## src/hw/soc_pkg.sv

```systemverilog
package soc_pkg;

	// ========================================================================
	// Bus widths
	// ========================================================================
	localparam int ADDR_WIDTH = 32;
	localparam int DATA_WIDTH = 32;

	// One 65-bit request on any link
	typedef struct packed {
		logic                  rw;
		logic [ADDR_WIDTH-1:0] address;
		logic [DATA_WIDTH-1:0] wdata;
	} bus_req_t;

	// One 33-bit response on any link
	typedef struct packed {
		logic                  ready;
		logic [DATA_WIDTH-1:0] rdata;
	} bus_rsp_t;

	// ========================================================================
	// Address map
	// ========================================================================

	// Near regions compared with address bits 31:28
	localparam logic [3:0] REGION_RAM    = 4'h1;
	localparam logic [3:0] REGION_BRIDGE = 4'h5;

	// Far registers behind the bridge use address bits 27:24
	localparam logic [3:0] FAR_LED     = 4'h0;
	localparam logic [3:0] FAR_SCRATCH = 4'h1;
	localparam logic [3:0] FAR_ID      = 4'h2;

	// ========================================================================
	// Peripheral constants
	// ========================================================================
	localparam int LED_WIDTH = 10;

	// Returned by the identification register
	localparam logic [DATA_WIDTH-1:0] SOC_ID = 32'h50C0_0001;

endpackage

```

## src/hw/bus_bridge.sv

```systemverilog
`timescale 1ns/1ns

module bus_bridge (
	input  logic              i_clock,
	input  logic              i_reset,

	// Near side
	input  logic              i_request,
	input  soc_pkg::bus_req_t i_bus,
	output soc_pkg::bus_rsp_t o_bus,

	// Far side
	output logic              o_far_request,
	output soc_pkg::bus_req_t o_far,
	input  soc_pkg::bus_rsp_t i_far
);
	import soc_pkg::*;

	typedef enum logic [1:0] {
		S_IDLE,
		S_FAR,
		S_RESP
	} state_t;

	state_t                state;
	logic [DATA_WIDTH-1:0] rdata;

	always_ff @(posedge i_clock) begin
		if (i_reset) begin
			state         <= S_IDLE;
			o_far_request <= 1'b0;
		end else begin
			case (state)
				S_IDLE: begin
					if (i_request) begin
						state         <= S_FAR;
						o_far_request <= 1'b1;
					end
				end
				S_FAR: begin
					// Hold far request until the far side answers
					if (i_far.ready) begin
						state         <= S_RESP;
						o_far_request <= 1'b0;
					end
				end
				S_RESP: begin
					state <= S_IDLE;
				end
				default: begin
					state <= S_IDLE;
				end
			endcase
		end
	end

	// Latched request and far response
	always_ff @(posedge i_clock) begin
		if (state == S_IDLE && i_request) begin
			o_far <= i_bus;
		end
		if (state == S_FAR && i_far.ready) begin
			rdata <= i_far.rdata;
		end
	end

	assign o_bus = '{ready: state == S_RESP, rdata: rdata};

endmodule

```

## config.mk

```make
export PLATFORM = sky130hd
export DESIGN_NAME = bus_bridge
export DESIGN_NICKNAME = d
export VERILOG_FILES = /design/src/hw/soc_pkg.sv /design/src/hw/bus_bridge.sv
export SDC_FILE = /design/constraint.sdc
export NUM_CORES = 1
export LEC_CHECK = 0
export ABC_AREA = 1
export ABC_CLOCK_PERIOD_IN_PS = 3850
export BUFFER_PORTS_ARGS = -buffer_cell sky130_fd_sc_hd__buf_2
export CAP_MARGIN = 5
export CORE_AREA = 3 3 76 113
export CTS_BUF_LIST = sky130_fd_sc_hd__clkbuf_16
export CTS_CLUSTER_SIZE = 25
export DETAILED_ROUTE_END_ITERATION = 16
export DIE_AREA = 0 0 79 116
export PLACE_DENSITY = 0.87
export SETUP_SLACK_MARGIN = 0.5
export SLEW_MARGIN = 10
export SYNTH_ARGS = -nofsm -noshare
export SYNTH_HDL_FRONTEND = slang
export SYNTH_SLANG_ARGS = --single-unit
```

## constraint.sdc

```tcl
create_clock -name i_clock -period 3.85 [get_ports i_clock]
set_input_delay 0.385 -clock i_clock [delete_from_list [all_inputs] [get_ports i_clock]]
set_output_delay 0.385 -clock i_clock [all_outputs]
set_load 0.02 [all_outputs]
```

======== Word level (Yosys, flattened, before mapping) ========
Index checks and enable logic that the tools add are counted.
word-level totals
  bits in read-only memories .............. 0
  flip-flop bits (word level) ............. 100
  latch bits .............................. 0
  memories kept ........................... 0
  memory bits (writable) .................. 0
cells by class
  add/sub/neg operators ................... 0
  shifts and indexed selects .............. 0
  equality and inequality tests ........... 4
  multipliers ............................. 0
  reduce and logical (&&, ||, !) cells .... 6
  muxes and demuxes ....................... 6
  bitwise logic cells ..................... 0
  div/mod/pow operators ................... 0
  order comparisons ....................... 0
operators with widths
  kind                                                                   number
  2-bit two-way mux                                                      2
  2-bit != test, second input constant                                   2
  2-bit case mux with 2 select lines                                     1
  3-bit AND reduction                                                    1
  2-bit by 1-bit equality test with 1-bit output, second input constant  1
  2-bit equality test, second input constant                             1
  1-bit logical AND                                                      2
  2-bit logical NOT                                                      1
  1-bit two-way mux                                                      2
  1-bit case mux with 2 select lines                                     1
  2-bit AND reduction                                                    1
  2-bit nonzero test                                                     1

======== Depth between registers and ports, before layout ========
  word-level depth ........................ 3
  mapped depth ............................ 4
  gate-level depth less buffers ........... 4

======== Least setup slack after synthesis ========
OpenSTA, ideal clock, no wires.
  path type ............................... register to register
  start ................................... register state[0]
  end ..................................... register o_far[0] (netlist name), enable pin
  data arrival time ....................... 1.760 ns
  library setup time ...................... 0.419 ns
  buffers on the path ..................... 0
  path slack .............................. 1.671 ns
  cell stages (with the launch flop) ...... 4
  cells stage by stage .................... dfxtp_1 > nor2_1 > nand2_1 > inv_1
on the way
  longest elaborated chain between the ends .. 2
RTL lines
  what                    line              source
  start, declared         bus_bridge.sv:25  state_t state;
  start signal, assigned  bus_bridge.sv:30  state <= S_IDLE;
  start signal, assigned  bus_bridge.sv:36  state <= S_FAR;
  start signal, assigned  bus_bridge.sv:43  state <= S_RESP;
  2-bit logical NOT       bus_bridge.sv:59  if (state == S_IDLE && i_request) begin
  1-bit logical AND       bus_bridge.sv:59
  end signal, assigned    bus_bridge.sv:60  o_far <= i_bus;
  end, declared           bus_bridge.sv:14  output soc_pkg::bus_req_t o_far,
Every way passes these cells.
A chain may end at the register's enable or synchronous reset.

======== Worst setup path after layout ========
  start ................................... register state[0]
  end ..................................... register o_far[36] (netlist name), enable pin
Same word-level chain as after synthesis.

==> metrics <==
post-synthesis cell type count=8; CTS tree=built; synth top area cells=edfxtp_1 96%, dfxtp_1 2.0%, inv_1 0.37%; Starting Density=39.2%; critical-path cell list=nor2_1 > nand2_1 > inv_2 > buf_4; largest net degree at the start of global routing=37; DRT Wirelength=6.41 mm; global-route usage over all layers=13.5%; die area=~9200 um^2; Final min period=approximately 1.9 ns; CTS H-tree lvls=3; Max-slew headroom=roughly 27%; status=complete, no violations; DRC=0; Cell Rows=39; final instance area=roughly 4400 um^2; clock buffer depth=2; Buffers on Ports=between 150 and 200; CP required=between 3 and 4 ns; Setup Skew=about 0.0047 ns; Area Growth Syn to Fin=46.2%; Routability Congestion=about 0.70; Slowest cell on crit path=inv_2; Yosys top cell area share=a little over nine tenths; Tcrit/Tclk final=48.8%; final net count=roughly 420; first-pass GRT wire length=approximately 8.9 mm; layout cells sized above 1=around two thirds; # placed instances=between 400 and 500; # setup viols final=0; root buf cell=clkbuf_16; io pins=200; RR Endpoint=o_far[36]; DRT iter0 DRCs=64; Sink Count=100; Post-DP Area=~4200 um^2; Detail Route Antenna Nets=0; Post-CTS Setup Bufs=0; Tot Pwr=around 2.3 mW; Mapped Cells=112; Synth Area per Inst=between 20 and 30 um^2; Setup crit start=state[0]; Max rail drop VDD=about 0.31 mV; Worst Setup EP=o_far[36]; WL per Instance=14.8 um; crit path max fanout=36; Ys Warns=0; Layout Cells excl Fill=around 430; Num CTS Buffers=9; detailed placement HPWL=5.22 mm; antenna violations before repair=4; R2R cell count=4; Crit Path Category=register to register; Final Hold Vio Count=0; CP max stage delay=~0.54 ns; max-slew violations=0; hold_buf cts=0; unrepaired setup endpoints after global routing=false; Core ar.=7710 um^2; PD cells=510 nW/um^2; clk_lat worst skew=approximately 0.33 ns; cts repair resizes=0; Leak=roughly 1.9 nW; Via-to-Cell Ratio=4.25; Worst Hold Class=input port to register; sequential element share of the synthesized area=approximately 100%; Die H=between 100 and 150 um; reg2reg setup slack=between 1.5 and 2 ns; vias in the first global route=1835; Chip Width=79 um; syn_nets=around 210; Yosys top cell by area=edfxtp_1; via total after detailed routing=between 1500 and 2000; cell area after synthesis=roughly 3000 um^2; Startpoint Class=register; RR Startpoint=state[0]; Setup TNS=0 ns; #FFs+latches synth=100; CP arrival=~1.9 ns; Highest Clock Rate=532 MHz; Max Cap Viol=0; Clock transition at path regs=0.06 ns; element type at the critical path end=register; drt first pass iters=3; grt total ovfl=0; Worst Max-Slew Pin Slew=1.09 ns
==> cells in the mapped netlist <==
| cell type | number |
|---|---|
| a21oi_1 | 2 |
| dfxtp_1 | 3 |
| edfxtp_1 | 97 |
| inv_1 | 3 |
| nand2_1 | 2 |
| nand3_1 | 1 |
| nand3b_1 | 1 |
| nor2_1 | 3 |
==> cell usage in the layout, fill, tap and decap left out <==
cell type,n
clkinv_1,2
edfxtp_1,97
nand3_1,1
inv_2,1
nand2_1,2
diode_2,2
clkinv_4,1
a21oi_1,2
buf_2,199
clkinv_2,1
dfxtp_1,3
clkbuf_16,9
nand3b_1,1
buf_4,1
clkinvlp_4,1
nor2_1,3
inv_1,4
==> cell type report <==
type / instances / area [um^2]
clock inverter: 7 / 36.3
multi-input combinational: 9 / 41.3
timing repair buffer: 200 / 1000
inverter: 3 / 11.3
fill: 632 / 3290
clock buffer: 9 / 225
antenna: 2 / 5.00
sequential: 100 / 2970
tap: 102 / 128
==> critical path: cells and delay by family, from the launching register on <==
kind	cells	cell delay, ns
flip-flops	1	0.33
AND/OR/NAND/NOR	2	0.20
buffers and inverters	2	0.99
==> cell families (layout without fill, tap and decap cells) <==
group / count (synthesis) / in the layout / synth area share [%]
buffers and inverters: 3 / 219 / 0.372
other: 0 / 2 / 0
AOI/OAI and AO/OA: 2 / 2 / 0.331
and+or+nand+nor: 7 / 7 / 1.03
DFF: 100 / 100 / 98.3
==> flip-flops by register name, summed over array words and instances, names as in the netlist <==
name and flops:
o_far 65, state 2, o_far_request 1, rdata 32
==> worst min path at each step <==
stage	startpoint	endpoint	slack, ns	depth (start not counted)
final	i_far[20]	rdata[20]	0.23	1
after global routing	i_far[5]	rdata[5]	0.21	1
after CTS	i_far[20]	rdata[20]	0.21	1
after detailed placement	o_far_request	o_far_request	0.48	2
after global placement	o_far_request	o_far_request	0.45	2
after floorplan	i_reset	o_far_request	0.45	1
==> power breakdown <==
part	internal (mW)	switching [mW]	total [mW]
logic	0.0736	0.133	0.207
registers	1.27	0.0137	1.28
clock network	0.428	0.339	0.766
==> through the flow <==
stage / utilization, % / hold WS [ns] / setup slack [ns]
6_report: 57.4 / 0.227 / 1.97
5_1_grt: 57.3 / 0.206 / 1.79
4_1_cts: 57.3 / 0.209 / 1.94
3_5_place_dp: 53.9 / 0.477 / 1.90
3_3_place_gp: 53.9 / 0.450 / 1.99
2_1_floorplan: - / 0.454 / 1.67
==> per-layer routing <==
metal	vias to the layer above	share of wire [%]	track usage, %
met5	-	0.44	0
met4	6	2.0	6.31
met3	17	17	9.56
met2	136	51	22.6
met1	809	30	12.3
li1	867	-	-
Power figures use the tool's default switching activity.
