## config.mk

```make
export PLATFORM = sky130hd
export DESIGN_NAME = bus_access
export DESIGN_NICKNAME = d
export VERILOG_FILES = /design/src/hw/soc_pkg.sv /design/src/hw/bus_access.sv
export SDC_FILE = /design/constraint.sdc
export NUM_CORES = 1
export LEC_CHECK = 0
export ABC_AREA = 1
export BUFFER_PORTS_ARGS = -buffer_cell sky130_fd_sc_hd__buf_4
export CAP_MARGIN = 20
export CORE_ASPECT_RATIO = 0.9
export CORE_MARGIN = 4
export CORE_UTILIZATION = 42
export CTS_CLUSTER_DIAMETER = 80
export DETAILED_ROUTE_END_ITERATION = 6
export PLACE_DENSITY = 0.78
export SYNTH_ARGS = -nofsm -noshare
export SYNTH_HDL_FRONTEND = slang
export SYNTH_SLANG_ARGS = --single-unit
```

## constraint.sdc

```tcl
create_clock -name i_clock -period 2.8 [get_ports i_clock]
set_input_delay 0.28 -clock i_clock [delete_from_list [all_inputs] [get_ports i_clock]]
set_output_delay 0.28 -clock i_clock [all_outputs]
set_load 0.02 [all_outputs]
```

## src/hw/soc_pkg.sv

```systemverilog
package soc_pkg;

	// ========================================================================
	// Bus widths
	// ========================================================================
	localparam int ADDR_WIDTH = 32;
	localparam int DATA_WIDTH = 32;

	// One 65-bit request on any link
	typedef struct packed {
		logic                  rw;
		logic [ADDR_WIDTH-1:0] address;
		logic [DATA_WIDTH-1:0] wdata;
	} bus_req_t;

	// One 33-bit response on any link
	typedef struct packed {
		logic                  ready;
		logic [DATA_WIDTH-1:0] rdata;
	} bus_rsp_t;

	// ========================================================================
	// Address map
	// ========================================================================

	// Near regions compared with address bits 31:28
	localparam logic [3:0] REGION_RAM    = 4'h1;
	localparam logic [3:0] REGION_BRIDGE = 4'h5;

	// Far registers behind the bridge use address bits 27:24
	localparam logic [3:0] FAR_LED     = 4'h0;
	localparam logic [3:0] FAR_SCRATCH = 4'h1;
	localparam logic [3:0] FAR_ID      = 4'h2;

	// ========================================================================
	// Peripheral constants
	// ========================================================================
	localparam int LED_WIDTH = 10;

	// Returned by the identification register
	localparam logic [DATA_WIDTH-1:0] SOC_ID = 32'h50C0_0001;

endpackage

```

## src/hw/bus_access.sv

```systemverilog
`timescale 1ns/1ns

module bus_access (
	input  logic                           i_clock,
	input  logic                           i_reset,

	// Read-only instruction port
	input  logic                           i_ibus_request,
	input  logic [soc_pkg::ADDR_WIDTH-1:0] i_ibus_address,
	output soc_pkg::bus_rsp_t              o_ibus,

	// Data port
	input  logic                           i_dbus_request,
	input  soc_pkg::bus_req_t              i_dbus,
	output soc_pkg::bus_rsp_t              o_dbus,

	// Shared bus
	output logic                           o_bus_request,
	output soc_pkg::bus_req_t              o_bus,
	input  soc_pkg::bus_rsp_t              i_bus
);
	import soc_pkg::*;

	typedef enum logic [1:0] {
		S_IDLE,
		S_BUS,
		S_RESP
	} state_t;

	state_t                state;
	// Set when the data port won the last grant
	logic                  last_dbus;
	logic                  grant_ibus;
	logic                  grant_dbus;
	logic [DATA_WIDTH-1:0] rdata;

	// ========================================================================
	// Round-robin grant
	// ========================================================================
	always_comb begin
		grant_ibus = 1'b0;
		grant_dbus = 1'b0;
		if (state == S_IDLE) begin
			if (i_ibus_request && i_dbus_request) begin
				// Tie goes to the port that lost last time
				grant_ibus = last_dbus;
				grant_dbus = !last_dbus;
			end else begin
				grant_ibus = i_ibus_request;
				grant_dbus = i_dbus_request;
			end
		end
	end

	always_ff @(posedge i_clock) begin
		if (i_reset) begin
			state         <= S_IDLE;
			o_bus_request <= 1'b0;
			last_dbus     <= 1'b0;
		end else begin
			case (state)
				S_IDLE: begin
					if (grant_ibus || grant_dbus) begin
						state         <= S_BUS;
						o_bus_request <= 1'b1;
						last_dbus     <= grant_dbus;
					end
				end
				S_BUS: begin
					if (i_bus.ready) begin
						state         <= S_RESP;
						o_bus_request <= 1'b0;
					end
				end
				S_RESP: begin
					state <= S_IDLE;
				end
				default: begin
					state <= S_IDLE;
				end
			endcase
		end
	end

	// Payload and captured read data
	always_ff @(posedge i_clock) begin
		if (grant_dbus) begin
			o_bus <= i_dbus;
		end else if (grant_ibus) begin
			o_bus <= '{rw: 1'b0, address: i_ibus_address, wdata: '0};
		end
		if (state == S_BUS && i_bus.ready) begin
			rdata <= i_bus.rdata;
		end
	end

	// One-cycle ready back to the owner
	assign o_ibus = '{ready: (state == S_RESP) && !last_dbus, rdata: rdata};
	assign o_dbus = '{ready: (state == S_RESP) && last_dbus, rdata: rdata};

endmodule

```

## Yosys cells after proc, flatten, opt, wreduce, memory -nomap -nowiden

Cells that the tools add are included.

| operators by class | value |
|---|---|
| equality and inequality tests | 4 |
| mux-type cells | 12 |
| reduce and logical (&&, ||, !) cells | 12 |

Operators with widths:

| cell | number |
|---|---|
| $mux 65 | 2 |
| $mux 1 | 6 |
| $logic_and 1x1->1 | 4 |
| $mux 2 | 2 |
| $pmux 2 s2 | 1 |
| $reduce_and 2->1 | 2 |
| $reduce_bool 2->1 | 2 |
| $reduce_and 3->1 | 1 |
| $eq 2x1->1 const B | 1 |
| $eq 2x2->1 const B | 1 |
| $logic_not 2->1 | 1 |
| $ne 2x1->1 const B | 1 |
| $ne 2x2->1 const B | 1 |
| $pmux 1 s2 | 1 |
| $logic_not 1->1 | 1 |
| $logic_or 1x1->1 | 1 |

| word-level totals | value |
|---|---|
| bits in registers | 101 |
| bits of input ports | 134 |
| logic and storage cells | 35 |

## Logic depth before layout (Yosys ltp)

| logic depth | value |
|---|---|
| word-level depth | 6 |
| depth in mapped cells | 5 |

## Worst setup path before layout

No wires, ideal clock.

| timing path | value |
|---|---|
| path kind | register -> register |
| start | reg state[0] |
| end | reg o_bus[0] in the netlist's numbering, enable pin |
| setup time | 419 ps |
| arrival time | 1840 ps |
| required time | 2381 ps |
| path slack | 541 ps |
| cell stages (with the launch flop) | 4 |
| path buffers | 0 |
| period minus slack after synthesis | 2259 ps |
| path through | dfxtp_1 -> nor2_4 -> nand2_1 -> inv_1 |

| between the ends | value |
|---|---|
| cells in the longest elaborated chain, start to end | 3 |

Ends and longest elaborated chain:

| what | RTL line | text |
|---|---|---|
| start, declared | bus_access.sv:30 | `state_t state;` |
| start signal, assigned | bus_access.sv:57 | `state <= S_IDLE;` |
| start signal, assigned | bus_access.sv:64 | `state <= S_BUS;` |
| start signal, assigned | bus_access.sv:71 | `state <= S_RESP;` |
| $logic_not 2->1 (*) | bus_access.sv:43 | `if (state == S_IDLE) begin` |
| $mux 1 | bus_access.sv:43 |  |
| $reduce_bool 2->1 (no source line) (*) | - |  |
| end signal, assigned | bus_access.sv:88 | `o_bus <= i_dbus;` |
| end signal, assigned | bus_access.sv:90 | `o_bus <= '{rw: 1'b0, address: i_ibus_address, wdata: '0};` |
| end, declared | bus_access.sv:19 | `output soc_pkg::bus_req_t o_bus,` |

Mark *: on every way between the ends. The rest lies on a longest branch, timed or not.
A chain may end at the register's enable or synchronous reset.

## Worst setup path after layout

| timing path | value |
|---|---|
| start | reg state[0] |
| end | reg o_bus[29] in the netlist's numbering, enable pin |

Same word-level chain as after synthesis.

==> results.md <==
- Status: completed
- Crit Path Max Fanout: 41
- DR iter-0 viols: 140
- VDD IR max: 401 uV
- Worst r2r path cells: 4
- Synth area leaders: edfxtp_1 71%, inv_1 6.4%, buf_4 5.8%, o21ai_0 3.9%, nand2_1 3.4%
- Max Cap Viol: 0
- Clock Path Buffers: 2
- DRC: 0
- First-pass GRT wire length: between 15000 and 20000 um
- Crit Path Category: flop to flop
- # setup viols final: 0
- Register Area: between 2000 and 3000 um2
- Post-layout min period: 1.73 ns
- Row cnt: 33
- Floorplan core area: 9330 um2
- Die ar.: 11400 um2
- Post-route clock period utilization: 61.8%
- Mux cell area share after synthesis: 0%
- TritonCTS clock tree: done
- DR WL/cell: about 16 um
- Skew final: between 0.007 and 0.008 ns
- Area leader, netlist: edfxtp_1
- Slew @ Worst Pin: roughly 0.55 ns
- Setup TNS: 0 ns
- Most common cell after layout, fill and taps aside: buf_4
- Hold buffer count at cts: 0
- Via count: 3075
- Unrepaired setup endpoints after global routing: no
- Post-Route Utilization: 66.2%
- Die Ht: 102 um
- Final nets: between 600 and 700
- Initial antenna violation count: 0
- CTS Buf Count: 9
- Area Growth Syn to Fin: 50.3%
- Max H-tree Level: 3
- Clk Latency, worst-skew pair: about 0.34 ns
- Static Leak: 2.98 nW
- Crit start category: flop
- Post-Synth Simple-Gate Area: approximately 9.0%
- Library cells used by synthesis: 19
- Number of port buffers: approximately 270
- Post-Syn Area per Cell: between 10 and 15 um2
- Final Non-Filler Cells: between 600 and 700
- Synth Register Bits: 101
- Post CTS Setup Buffer Count: 0
- HP Class: input pin to flop
- Routability cong.: 0.885
- Max-slew headroom: 63.5%
- Compound-Gate Fraction of Synth Area: under 10%
- Max-slew violation count: 0
- Ant diodes: 0
- Clk sinks: 101
- Combinational family with the most area after synthesis: buffers and inverters
- Placed insts: ~670
- Xor/xnor share of the synthesized area: 0%
- ANT nets after route: 0
- Register clock-pin slew on the reported worst setup and hold paths: 0.10 ns
- Worst EP arrival: ~1.8 ns
- Post-synthesis sequential area ratio: around 73%
- Peak Freq: between 0.5 and 0.6 GHz
- CTS resizes: 0
- Critical Path RT: about 2.8 ns
- Via density: 4.48
- Multi-input gate area: ~550 um2
- Initial Util: between 40% and 50%
- Synthesized Nets: 459
- Die Wd: about 110 um
- Pwr dens: 577 nW/um2
- Share of cells above drive strength 1: between 50 and 60%
- Yosys top cell area share: 70.9%
- Filler instances: roughly 700
- Yosys synthesis warning count: 0
- Most frequent cells in the layout: 266 x buf_4, 97 x edfxtp_1, 69 x inv_1
- Post-synthesis cell count: approximately 330
- Endpoints failing hold: 0
- Remaining Overflow, GRT: 0
- DP Wirelength: ~8800 um
- Hold Path Depth: 1
- WL final: 11000 um
- DR pass1 iterations: 4
- Setup crit end kind: flop
- Mapped Area: 4110 um2
- I/O Pins: around 270
- GRT Util Overall: about 19%
- Adder-cell share of the synthesized area: 0%
- CTS root buf: clkbuf_8
- Largest net degree at the start of global routing: 65
- Vias in the first global route: ~3200
[worst paths after layout]
kind / from / to / slack [ns]
setup / recovery: state[0] / o_bus[29] / 1.07
hold / removal: i_bus[20] / rdata[20] / 0.11
setup reg to reg: state[0] / o_bus[29] / 1.07
hold reg to reg: last_dbus / last_dbus / 0.51
[cell usage after synthesis (all sizes together)]
library cell / n
a21oi: 3
clkbuf: 2
nand3b: 1
buf: 40
nor3: 1
nor2: 35
inv: 70
nand3: 2
dfxtp: 4
nor3b: 1
o21ai: 32
nand2: 37
edfxtp: 97
[power by group]
part	total (mW)	internal [mW]	switching, mW
clock	0.878	0.409	0.469
sequential	1.89	1.84	0.0518
combinational	0.796	0.352	0.444
total	3.57	2.60	0.965
[layer usage]
| metal | up-vias | track usage [%] | share of wire (%) |
|---|---|---|---|
| met4 | 0 | 6.01 | 2.1 |
| met5 | - | 0 | 0 |
| met1 | 1400 | 17.4 | 32 |
| met3 | 18 | 9.47 | 13 |
| met2 | 179 | 35.0 | 54 |
| li1 | 1478 | - | - |
[through the flow]
step | hold WS, ns | worst slack [ns] | cell area, um2 | power, mW
6_report | 0.106 | 1.07 | 6170 | 3.57
3_3_place_gp | 0.459 | 1.14 | 5990 | 2.71
2_1_floorplan | 0.349 | 0.541 | 4110 | 2.32
5_1_grt | 0.0643 | 0.942 | 6170 | 3.74
4_1_cts | 0.0801 | 1.05 | 6170 | 3.62
3_5_place_dp | 0.459 | 1.07 | 5990 | 2.74
[registers in the layout, summed over array words and instances (netlist names)]
register       flops
o_bus             65
rdata             32
o_bus_request      1
state              2
last_dbus          1
[critical path, stage by stage (launching register included)]
cell	delay [ns]
dfxtp_1	0.37
nor2_4	0.13
nand2_1	0.13
inv_2	0.43
buf_12	0.30
[logic make-up (layout without fill, tap and decap cells)]
family	count (synthesis)	in the layout
AOI/OAI and AO/OA	35	35
DFF	101	101
buffers and inverters	112	352
and+or+nand+nor	77	77
[cell type report]
class,count,area share [%]
flip-flops and latches,101,48.5
multi-input cells,112,8.83
repair buffers,268,33.0
clock inverters,5,0.973
well taps,122,2.47
inverters,70,4.26
clock buffers,9,2.01
Power figures use the tool's default switching activity.
