$ cat src/hw/soc_pkg.sv
package soc_pkg;

	// ========================================================================
	// Bus widths
	// ========================================================================
	localparam int ADDR_WIDTH = 32;
	localparam int DATA_WIDTH = 32;

	// One 65-bit request on any link
	typedef struct packed {
		logic                  rw;
		logic [ADDR_WIDTH-1:0] address;
		logic [DATA_WIDTH-1:0] wdata;
	} bus_req_t;

	// One 33-bit response on any link
	typedef struct packed {
		logic                  ready;
		logic [DATA_WIDTH-1:0] rdata;
	} bus_rsp_t;

	// ========================================================================
	// Address map
	// ========================================================================

	// Near regions compared with address bits 31:28
	localparam logic [3:0] REGION_RAM    = 4'h1;
	localparam logic [3:0] REGION_BRIDGE = 4'h5;

	// Far registers behind the bridge use address bits 27:24
	localparam logic [3:0] FAR_LED     = 4'h0;
	localparam logic [3:0] FAR_SCRATCH = 4'h1;
	localparam logic [3:0] FAR_ID      = 4'h2;

	// ========================================================================
	// Peripheral constants
	// ========================================================================
	localparam int LED_WIDTH = 10;

	// Returned by the identification register
	localparam logic [DATA_WIDTH-1:0] SOC_ID = 32'h50C0_0001;

endpackage

$ cat src/hw/far_peripherals.sv
`timescale 1ns/1ns

module far_peripherals (
	input  logic                          i_clock,
	input  logic                          i_reset,
	input  logic                          i_request,
	input  soc_pkg::bus_req_t             i_bus,
	output soc_pkg::bus_rsp_t             o_bus,
	output logic [soc_pkg::LED_WIDTH-1:0] o_leds
);
	import soc_pkg::*;

	logic [3:0]            code;
	logic                  accept;
	logic                  ready;
	logic [DATA_WIDTH-1:0] rdata;
	logic [DATA_WIDTH-1:0] scratch;

	assign code   = i_bus.address[27:24];
	assign accept = i_request && !ready;

	// Handshake and LED register
	always_ff @(posedge i_clock) begin
		if (i_reset) begin
			ready  <= 1'b0;
			o_leds <= '0;
		end else begin
			ready <= accept;
			if (accept && i_bus.rw && code == FAR_LED) begin
				o_leds <= i_bus.wdata[LED_WIDTH-1:0];
			end
		end
	end

	// Scratch word and read mux
	always_ff @(posedge i_clock) begin
		if (accept && i_bus.rw && code == FAR_SCRATCH) begin
			scratch <= i_bus.wdata;
		end
		if (accept) begin
			case (code)
				FAR_LED:     rdata <= DATA_WIDTH'(o_leds);
				FAR_SCRATCH: rdata <= scratch;
				FAR_ID:      rdata <= SOC_ID;
				// Unknown codes read zero
				default:     rdata <= '0;
			endcase
		end
	end

	assign o_bus = '{ready: ready, rdata: rdata};

endmodule

$ cat config.mk
export PLATFORM = sky130hd
export DESIGN_NAME = far_peripherals
export DESIGN_NICKNAME = d
export VERILOG_FILES = /design/src/hw/soc_pkg.sv /design/src/hw/far_peripherals.sv
export SDC_FILE = /design/constraint.sdc
export NUM_CORES = 1
export LEC_CHECK = 0
export ABC_AREA = 1
export BUFFER_PORTS_ARGS = -buffer_cell sky130_fd_sc_hd__buf_2
export CAP_MARGIN = 10
export CORE_MARGIN = 5
export CORE_UTILIZATION = 35
export CTS_CLUSTER_DIAMETER = 120
export CTS_CLUSTER_SIZE = 40
export DETAILED_ROUTE_END_ITERATION = 10
export PLACE_DENSITY_LB_ADDON = 0.1
export SLEW_MARGIN = 10
export SYNTH_ARGS = -nofsm -noshare
export SYNTH_HDL_FRONTEND = slang
export SYNTH_SLANG_ARGS = --single-unit
$ cat constraint.sdc
create_clock -name i_clock -period 3.92 [get_ports i_clock]
set_clock_uncertainty 0.15 [all_clocks]
set_input_delay 0.784 -clock i_clock [delete_from_list [all_inputs] [get_ports i_clock]]
set_output_delay 0.784 -clock i_clock [all_outputs]
set_load 0.01 [all_outputs]
# ---- Word level (Yosys, flattened, before mapping)
# Index checks and enable logic that the tools add are counted.
dict set report totals {
  regBits 75
  inputBits 68
  wordCells 13
}
dict set report classes {
  eq_ne 2
  muxes 1
  reduce_logical 6
}
# operator n
set ops {}
lappend ops {{$pmux 32 s3} 1}
lappend ops {{$eq 4x1->1 const B} 1}
lappend ops {{$eq 4x2->1 const B} 1}
lappend ops {{$logic_and 1x1->1} 4}
lappend ops {{$logic_not 4->1} 1}
lappend ops {{$logic_not 1->1} 1}

# ---- Longest topological paths before layout
# Gate-level depths: netlist (run 1).
dict set report depth {
  ltp_word 4
  depth_mapped 7
  ltp_nobuf 6
}

# ---- Least setup slack after synthesis (run 1)
# OpenSTA, ideal clock, no wires.
dict set report synth_timing {
  path_kind {input to register}
  from {in i_bus[56] (netlist bit)}
  to {reg scratch[0], enable pin}
  setup_time_ns 0.421
  arrival_time_ns 2.585
  slack_ns 0.764
  cell_stages 4
  path_cell_list {inv_1 -> nor3_4 -> inv_2 -> nor2_1}
}
dict set report synth_via {
  elab_chain_cells 2
}
# element line_no
set synth_rtl {}
lappend synth_rtl {{start: declaration} far_peripherals.sv:7} ;# input soc_pkg::bus_req_t i_bus,
lappend synth_rtl {{$eq 4x1->1} far_peripherals.sv:37} ;# if (accept && i_bus.rw && code == FAR_SCRATCH) begin
lappend synth_rtl {{$logic_and 1x1->1} far_peripherals.sv:37}
lappend synth_rtl {{end signal: assignment} far_peripherals.sv:38} ;# scratch <= i_bus.wdata;
lappend synth_rtl {{end: declaration} far_peripherals.sv:17} ;# logic [DATA_WIDTH-1:0] scratch;
# Every way passes these cells.
# A chain may end at the register's enable or synchronous reset.

# ---- Final worst setup path (run 1)
dict set report layout_timing {
  from {in i_bus[59] (netlist bit)}
  to {reg scratch[3], enable pin}
}
# The elaborated chain is that of the path after synthesis.

==> results of run 1 <==
==> cells in the mapped netlist <==
master,count,share of area
dfxtp_1,11,0.081
buf_6,1,0.0041
clkinv_1,2,0.0028
inv_2,1,0.0014
edfxtp_1,64,0.70
nand3_1,3,0.0055
buf_4,1,0.0028
buf_2,3,0.0055
nand2_1,59,0.081
nor3_4,1,0.0060
nor2_1,43,0.059
nor3_1,1,0.0018
inv_1,33,0.045
==> worst paths after layout <==
| check | startpoint | end | slack [ps] | depth (start not counted) |
|---|---|---|---|---|
| max | i_bus[59] | scratch[3] | 1490 | 8 |
| min | o_leds[6] | o_leds[6] | 350 | 2 |
| max reg2reg | ready | scratch[3] | 2130 | 4 |
| min reg2reg | o_leds[6] | o_leds[6] | 350 | 2 |
==> critical path: cells and delay by family <==
kind / cells / cell delay (ps)
buffers and inverters: 5 / 970
and+or+nand+nor: 3 / 520
==> layer usage <==
metal  vias to the layer above  share of wire  GRT usage
met4                         0          0.015     0.0599
li1                        886              -          -
met2                        47           0.52      0.200
met3                        10          0.060     0.0379
met5                         -              0          0
met1                       773           0.40      0.130
==> power by group through the flow <==
stage / registers [mW] / logic [mW] / clock network (mW)
6_report: 0.891 / 0.0802 / 0.711
5_1_grt: 0.893 / 0.0907 / 0.774
4_1_cts: 0.892 / 0.0838 / 0.737
3_5_place_dp: 0.910 / 0.0836 / 0
3_3_place_gp: 0.909 / 0.0825 / 0
2_1_floorplan: 0.920 / 0.0252 / 0
==> state kept, by name (all words and copies together), names as in the netlist <==
signal and flops:
rdata 32, scratch 32, ready 1, o_leds 10
==> layout make-up <==
cell class / count / area share
inverters: 36 / 0.0385
well taps: 102 / 0.0364
clock inverters: 6 / 0.0317
flip-flops and latches: 75 / 0.610
multi-input cells: 107 / 0.124
repair buffers: 85 / 0.123
clock buffers: 10 / 0.0364
==> metrics by stage <==
stage                util  instances  setup WS [ps]  total power, mW
floorplan               -        223            764            0.945
global placement    0.428        405           1070            0.992
detailed placement  0.428        405           1080            0.993
CTS                 0.459        421           1450             1.71
global route        0.459        421           1380             1.76
finish              0.459        421           1490             1.68
==> kinds of logic (layout without fill, tap and decap cells) <==
logic type / after synthesis / in the layout / synth area share
buf+inv: 41 / 137 / 0.0619
flops: 75 / 75 / 0.785
simple gates: 107 / 107 / 0.154
==> run_results.csv, run 1 <==
group,metric,value,unit
clocking,cts.clk_slew.worst_paths,70,ps
clocking,clock-sinks,75,
clocking,htree_levels,3,
global_routing,grt_pass1_wl,8.49,mm
global_routing,global_route.usage.total,0.117,
pwr,power_frac_comb,0.048,
pwr,p_clk_frac,0.423,
sta,maxSlewHeadroom,0.374,
setup_path,critPathMaxStageDelay,380,ps
finish,final_common_cell,"buf_2",
sta,rsz0062_at_grt,"false",
pwr,leakage,1.60,nW
logic_synthesis,ys_seq_elements,75,
sta,setup_tns,0,ps
detailed_routing,ant_nets,0,
sta,layout_min_cycle_time,2430,ps
finish,diodes,0,
floorplan,ioPinCount,111,
finish,stdcell_area,3510,sq um
setup_path,worstPathCellList,"buf_2 -> inv_1 -> nand2_1 -> nor3_4 -> buf_4 -> inv_2 -> nor2_4 -> buf_4",
logic_synthesis,synth_nets,291,
detailed_routing,vias,1716,
finish,area_growth,28.6,%
floorplan,die_w,98.3,um
detailed_routing,post-route-drc-count,0,
min_path,hold_path_class,"flip-flop to flip-flop",
clocking,ctsResizeCount,0,
detailed_routing,firstDrtPassIters,5,
setup_path,crit_required,3780,ps
flow_run,maxCapViolCount,0,
sta,setup_violations,0,
setup_path,cp.arrival,2290,ps
finish,n_fill_cell,745,
logic_synthesis,synth.distinct_cells,13,
logic_synthesis,synth_area,2730,sq um
sta,fmax,411,MHz
floorplan,dieArea,9670,sq um
setup_path,path_common_cell,"buf_4",
global_routing,grt_max_degree,33,
sta,final-max-slew-violation-count,0,
logic_synthesis,avgSynthCellArea,12.2,sq um
sta,finalHoldViolCount,0,
pwr,power.share.switching,0.202,
sta,tightest_slew,937,ps
clocking,post_cts_buffers,0,
clocking,clockBufferDepth,2,
pwr,seqPwrFrac,0.530,
detailed_routing,wirelength,5.36,mm
clocking,cts_root_buffer,"clkbuf_8",
logic_synthesis,synth-seq-area-share,0.785,
clocking,cts_inserted_buffers,9,
sta,holdWs,354,ps
global_routing,antenna_found_initial,0,
pwr,vdd_drop_max,178,uV
finish,drive_gt1_frac,0.323,
finish,regArea,2140,sq um
floorplan,start_util,0.357,
detailed_routing,first_iter_violations,60,
finish,layout.nets,382,
placement,dp.final_hpwl,3.65,mm
pwr,intPower,1.34,mW
sta,fin_crit_sh,0.621,
setup_path,crit_fanout,21,
setup_path,startpoint_type,"primary input",
clocking,cts_tree,"built",
finish,final_cell_mix,"buf_2, edfxtp_1, nand2_1, nor2_1, inv_1",
floorplan,num_rows,32,
floorplan,die_h,98.3,um
status,status,"complete, no violations",
finish,multi_input_area,434,sq um
detailed_routing,wl_per_cell,12.7,um
placement,io_buffers,82,
setup_path,endpoint_kind,"flip-flop",
setup_path,crit_type,"primary input to flip-flop",
pwr,power_density,479,nW/um^2
setup_path,critPathSlowestCell,"buf_4",
placement,dpl-instance-area,3270,sq um
pwr,power.switching,0.339,mW
logic_synthesis,yosysWarnings,0,
global_routing,grt_pass1_vias,1813,
clocking,clk_latency,340,ps
placement,gp_congestion,0.666,
global_routing,grt-ovfl-total,0,
floorplan,core_area,7650,sq um
clocking,hold_buffers,0,
logic_synthesis,synthCells,223,
detailed_routing,viasPerCell,4.08,
Power figures use the tool's default switching activity.
==> inputs of run 2 (changes only) <==
--- a/config.mk
+++ b/config.mk
@@ -5,7 +5,7 @@
 export SDC_FILE = /design/constraint.sdc
 export NUM_CORES = 1
 export LEC_CHECK = 0
-export ABC_AREA = 1
+export ABC_AREA = 0
 export BUFFER_PORTS_ARGS = -buffer_cell sky130_fd_sc_hd__buf_2
 export CAP_MARGIN = 10
 export CORE_MARGIN = 5
==> constraint.sdc (replaced) <==
create_clock -name i_clock -period 2.1 [get_ports i_clock]
set_clock_uncertainty 0.15 [all_clocks]
set_input_delay 0.42 -clock i_clock [delete_from_list [all_inputs] [get_ports i_clock]]
set_output_delay 0.42 -clock i_clock [all_outputs]
set_load 0.01 [all_outputs]
==> run_results.csv, run 2 <==
group,metric,value,unit
logic_synthesis,synth_nets,228,
setup_path,reg2reg_slack,780,ps
clocking,cts_inserted_buffers,9,
floorplan,die_h,98.6,um
setup_path,critPathMaxStageDelay,360,ps
clocking,cts_root_buffer,"clkbuf_8",
logic_synthesis,synth_xor_area_frac,0,
clocking,clock-sinks,75,
setup_path,r2r_cells,3,
floorplan,num_rows,32,
setup_path,worstPathCellList,"buf_2 -> or2_2 -> nor2b_2 -> and3_4 -> buf_12",
logic_synthesis,synth-simple-area-share,0.124,
pwr,vdd_drop_max,368,uV
logic_synthesis,synthCells,160,
global_routing,grt_max_degree,28,
min_path,holdPathStages,1,
detailed_routing,firstDrtPassIters,3,
setup_path,rr_startpoint,"ready",
logic_synthesis,yosysWarnings,0,
setup_path,path_delay_family,"simple AND/OR/NAND/NOR gates",
detailed_routing,viasPerCell,4.29,
clocking,clk_latency,320,ps
logic_synthesis,synth.distinct_cells,20,
clocking,post_cts_buffers,0,
logic_synthesis,synth_top_family_by_area,"simple AND/OR/NAND/NOR gates",
detailed_routing,post-route-drc-count,0,
logic_synthesis,avgSynthCellArea,17.2,sq um
sta,setup_violations,0,
floorplan,ioPinCount,111,
detailed_routing,ant_nets,0,
logic_synthesis,synth-seq-area-share,0.780,
floorplan,core_area,7690,sq um
setup_path,endpoint_kind,"flip-flop",
sta,maxSlewHeadroom,0.816,
logic_synthesis,synthArstFlopShare,0,
finish,n_fill_cell,723,
logic_synthesis,yosysTopAreaCellShare,0.700,
pwr,power_density,872,nW/um^2
global_routing,global_route.usage.total,0.112,
min_path,min_to,"scratch[31]",
sta,final-max-slew-violation-count,0,
setup_path,crit_fanout,14,
logic_synthesis,synth_common_cells,"edfxtp_1, nand2b_1, and2_1",
clocking,clockBufferDepth,2,
setup_path,cp.arrival,1470,ps
floorplan,start_util,0.357,
setup_path,crit_type,"primary input to flip-flop",
clocking,cts.clk_slew.worst_paths,80,ps
pwr,leakage,1.40,nW
status,status,"complete, no violations",
logic_synthesis,ys_seq_elements,75,
global_routing,grt_pass1_vias,1608,
setup_path,critPathSlowestCell,"or2_2",
floorplan,dieArea,9710,sq um
detailed_routing,first_iter_violations,25,
sta,rsz0062_at_grt,"false",
finish,utilization,0.466,
clocking,cts_tree,"built",
setup_path,r2r-end,"scratch[16]",
global_routing,grt-ovfl-total,0,
finish,diodes,0,
flow_run,maxCapViolCount,0,
placement,io_buffers,82,
sta,fmax,631,MHz
global_routing,antenna_found_initial,0,
logic_synthesis,synth-compound-area-share,0.0387,
clocking,htree_levels,3,
finish,layout.nets,321,
finish,reg_top3,"rdata x32, scratch x32, o_leds x10",
finish,final_common_cell,"buf_2",
setup_path,startpoint_type,"primary input",
detailed_routing,wirelength,5.09,mm
finish,area_growth,30.5,%
sta,setup_tns,0,ps
logic_synthesis,synth_mux_area_frac,0.0365,
floorplan,die_w,98.6,um
detailed_routing,wl_per_cell,14.1,um
clocking,hold_buffers,0,
detailed_routing,vias,1544,
sta,tightest_slew,276,ps
logic_synthesis,synth_area_leader_cell,"edfxtp_1",
logic_synthesis,synth_edf_count,64,
min_path,hold_path_class,"primary input to flip-flop",
sta,finalHoldViolCount,0,
finish,final_cell_mix,"buf_2, edfxtp_1, nand2b_1, and2_1, dfxtp_1",
logic_synthesis,synth_top_cells_by_area,"edfxtp_1, dfxtp_1, nand2b_1",
logic_synthesis,yosysMostFrequentCell,"edfxtp_1",
sta,layout_min_cycle_time,1580,ps
min_path,hp-start,"i_bus[31]",
finish,drive_gt1_frac,0.426,
placement,dp.final_hpwl,3.64,mm
placement,gp_congestion,0.659,
logic_synthesis,synth_area,2750,sq um
setup_path,cp.buffers_inverters,2,
sta,fin_crit_sh,0.755,
logic_synthesis,synth_flop_cell,"edfxtp_1",
logic_synthesis,synth-adder-area-share,0,
sta,holdWs,114,ps
setup_path,crit_required,1980,ps
global_routing,grt_pass1_wl,8.09,mm
clocking,ctsResizeCount,0,
-- run 2: worst register-to-register path: stages (launching register included) --
cell and delay, ps:
dfxtp_1 330, nor2b_4 140, and3_4 250, buf_12 150
-- run 2: metal layers --
metal | GRT usage | wire length (um) | part of all wire
met4 | 0.0567 | 92 | 0.018
met5 | 0 | 0 | 0
met1 | 0.123 | 2100 | 0.41
met2 | 0.192 | 2610 | 0.51
met3 | 0.0375 | 278 | 0.055
-- run 2: final cells by class --
class / instances / area, sq um / area share
Tap cell: 102 / 128 / 0.0356
Multi-Input combinational cell: 77 / 562 / 0.157
Clock buffer: 12 / 145 / 0.0405
Sequential cell: 75 / 2140 / 0.598
Timing Repair Buffer: 90 / 508 / 0.142
Clock inverter: 4 / 97.6 / 0.0272
-- run 2: worst max path at each step --
stage                   start           to  slack [ps]  depth (start not counted)
global route        i_bus[59]  scratch[16]         510                          5
CTS                 i_bus[59]  scratch[16]         530                          5
floorplan           i_bus[59]   scratch[0]           3                          6
finish              i_bus[59]  scratch[16]         520                          5
detailed placement  i_bus[59]  scratch[28]         170                          5
global placement    i_bus[59]  scratch[28]         170                          5
-- run 2: cell families after synthesis --
family          count (synthesis)
flops                          75
simple gates                   53
mux                            10
compound gates                 14
buf+inv                         8
-- run 2: through the flow --
stage	cells	power [mW]	worst slack [ps]	area [sq um]
after floorplan	160	1.77	3.12	2760
after global placement	344	1.86	166	3340
after detailed placement	344	1.86	174	3340
after CTS	360	3.18	528	3580
after global routing	360	3.27	512	3580
final	360	3.12	515	3580
-- run 2: where the power goes --
part           switching, mW  internal [mW]  leakage, nW
sequential           0.00911           1.65        0.701
clock                  0.478          0.823        0.117
combinational         0.0876         0.0749        0.587
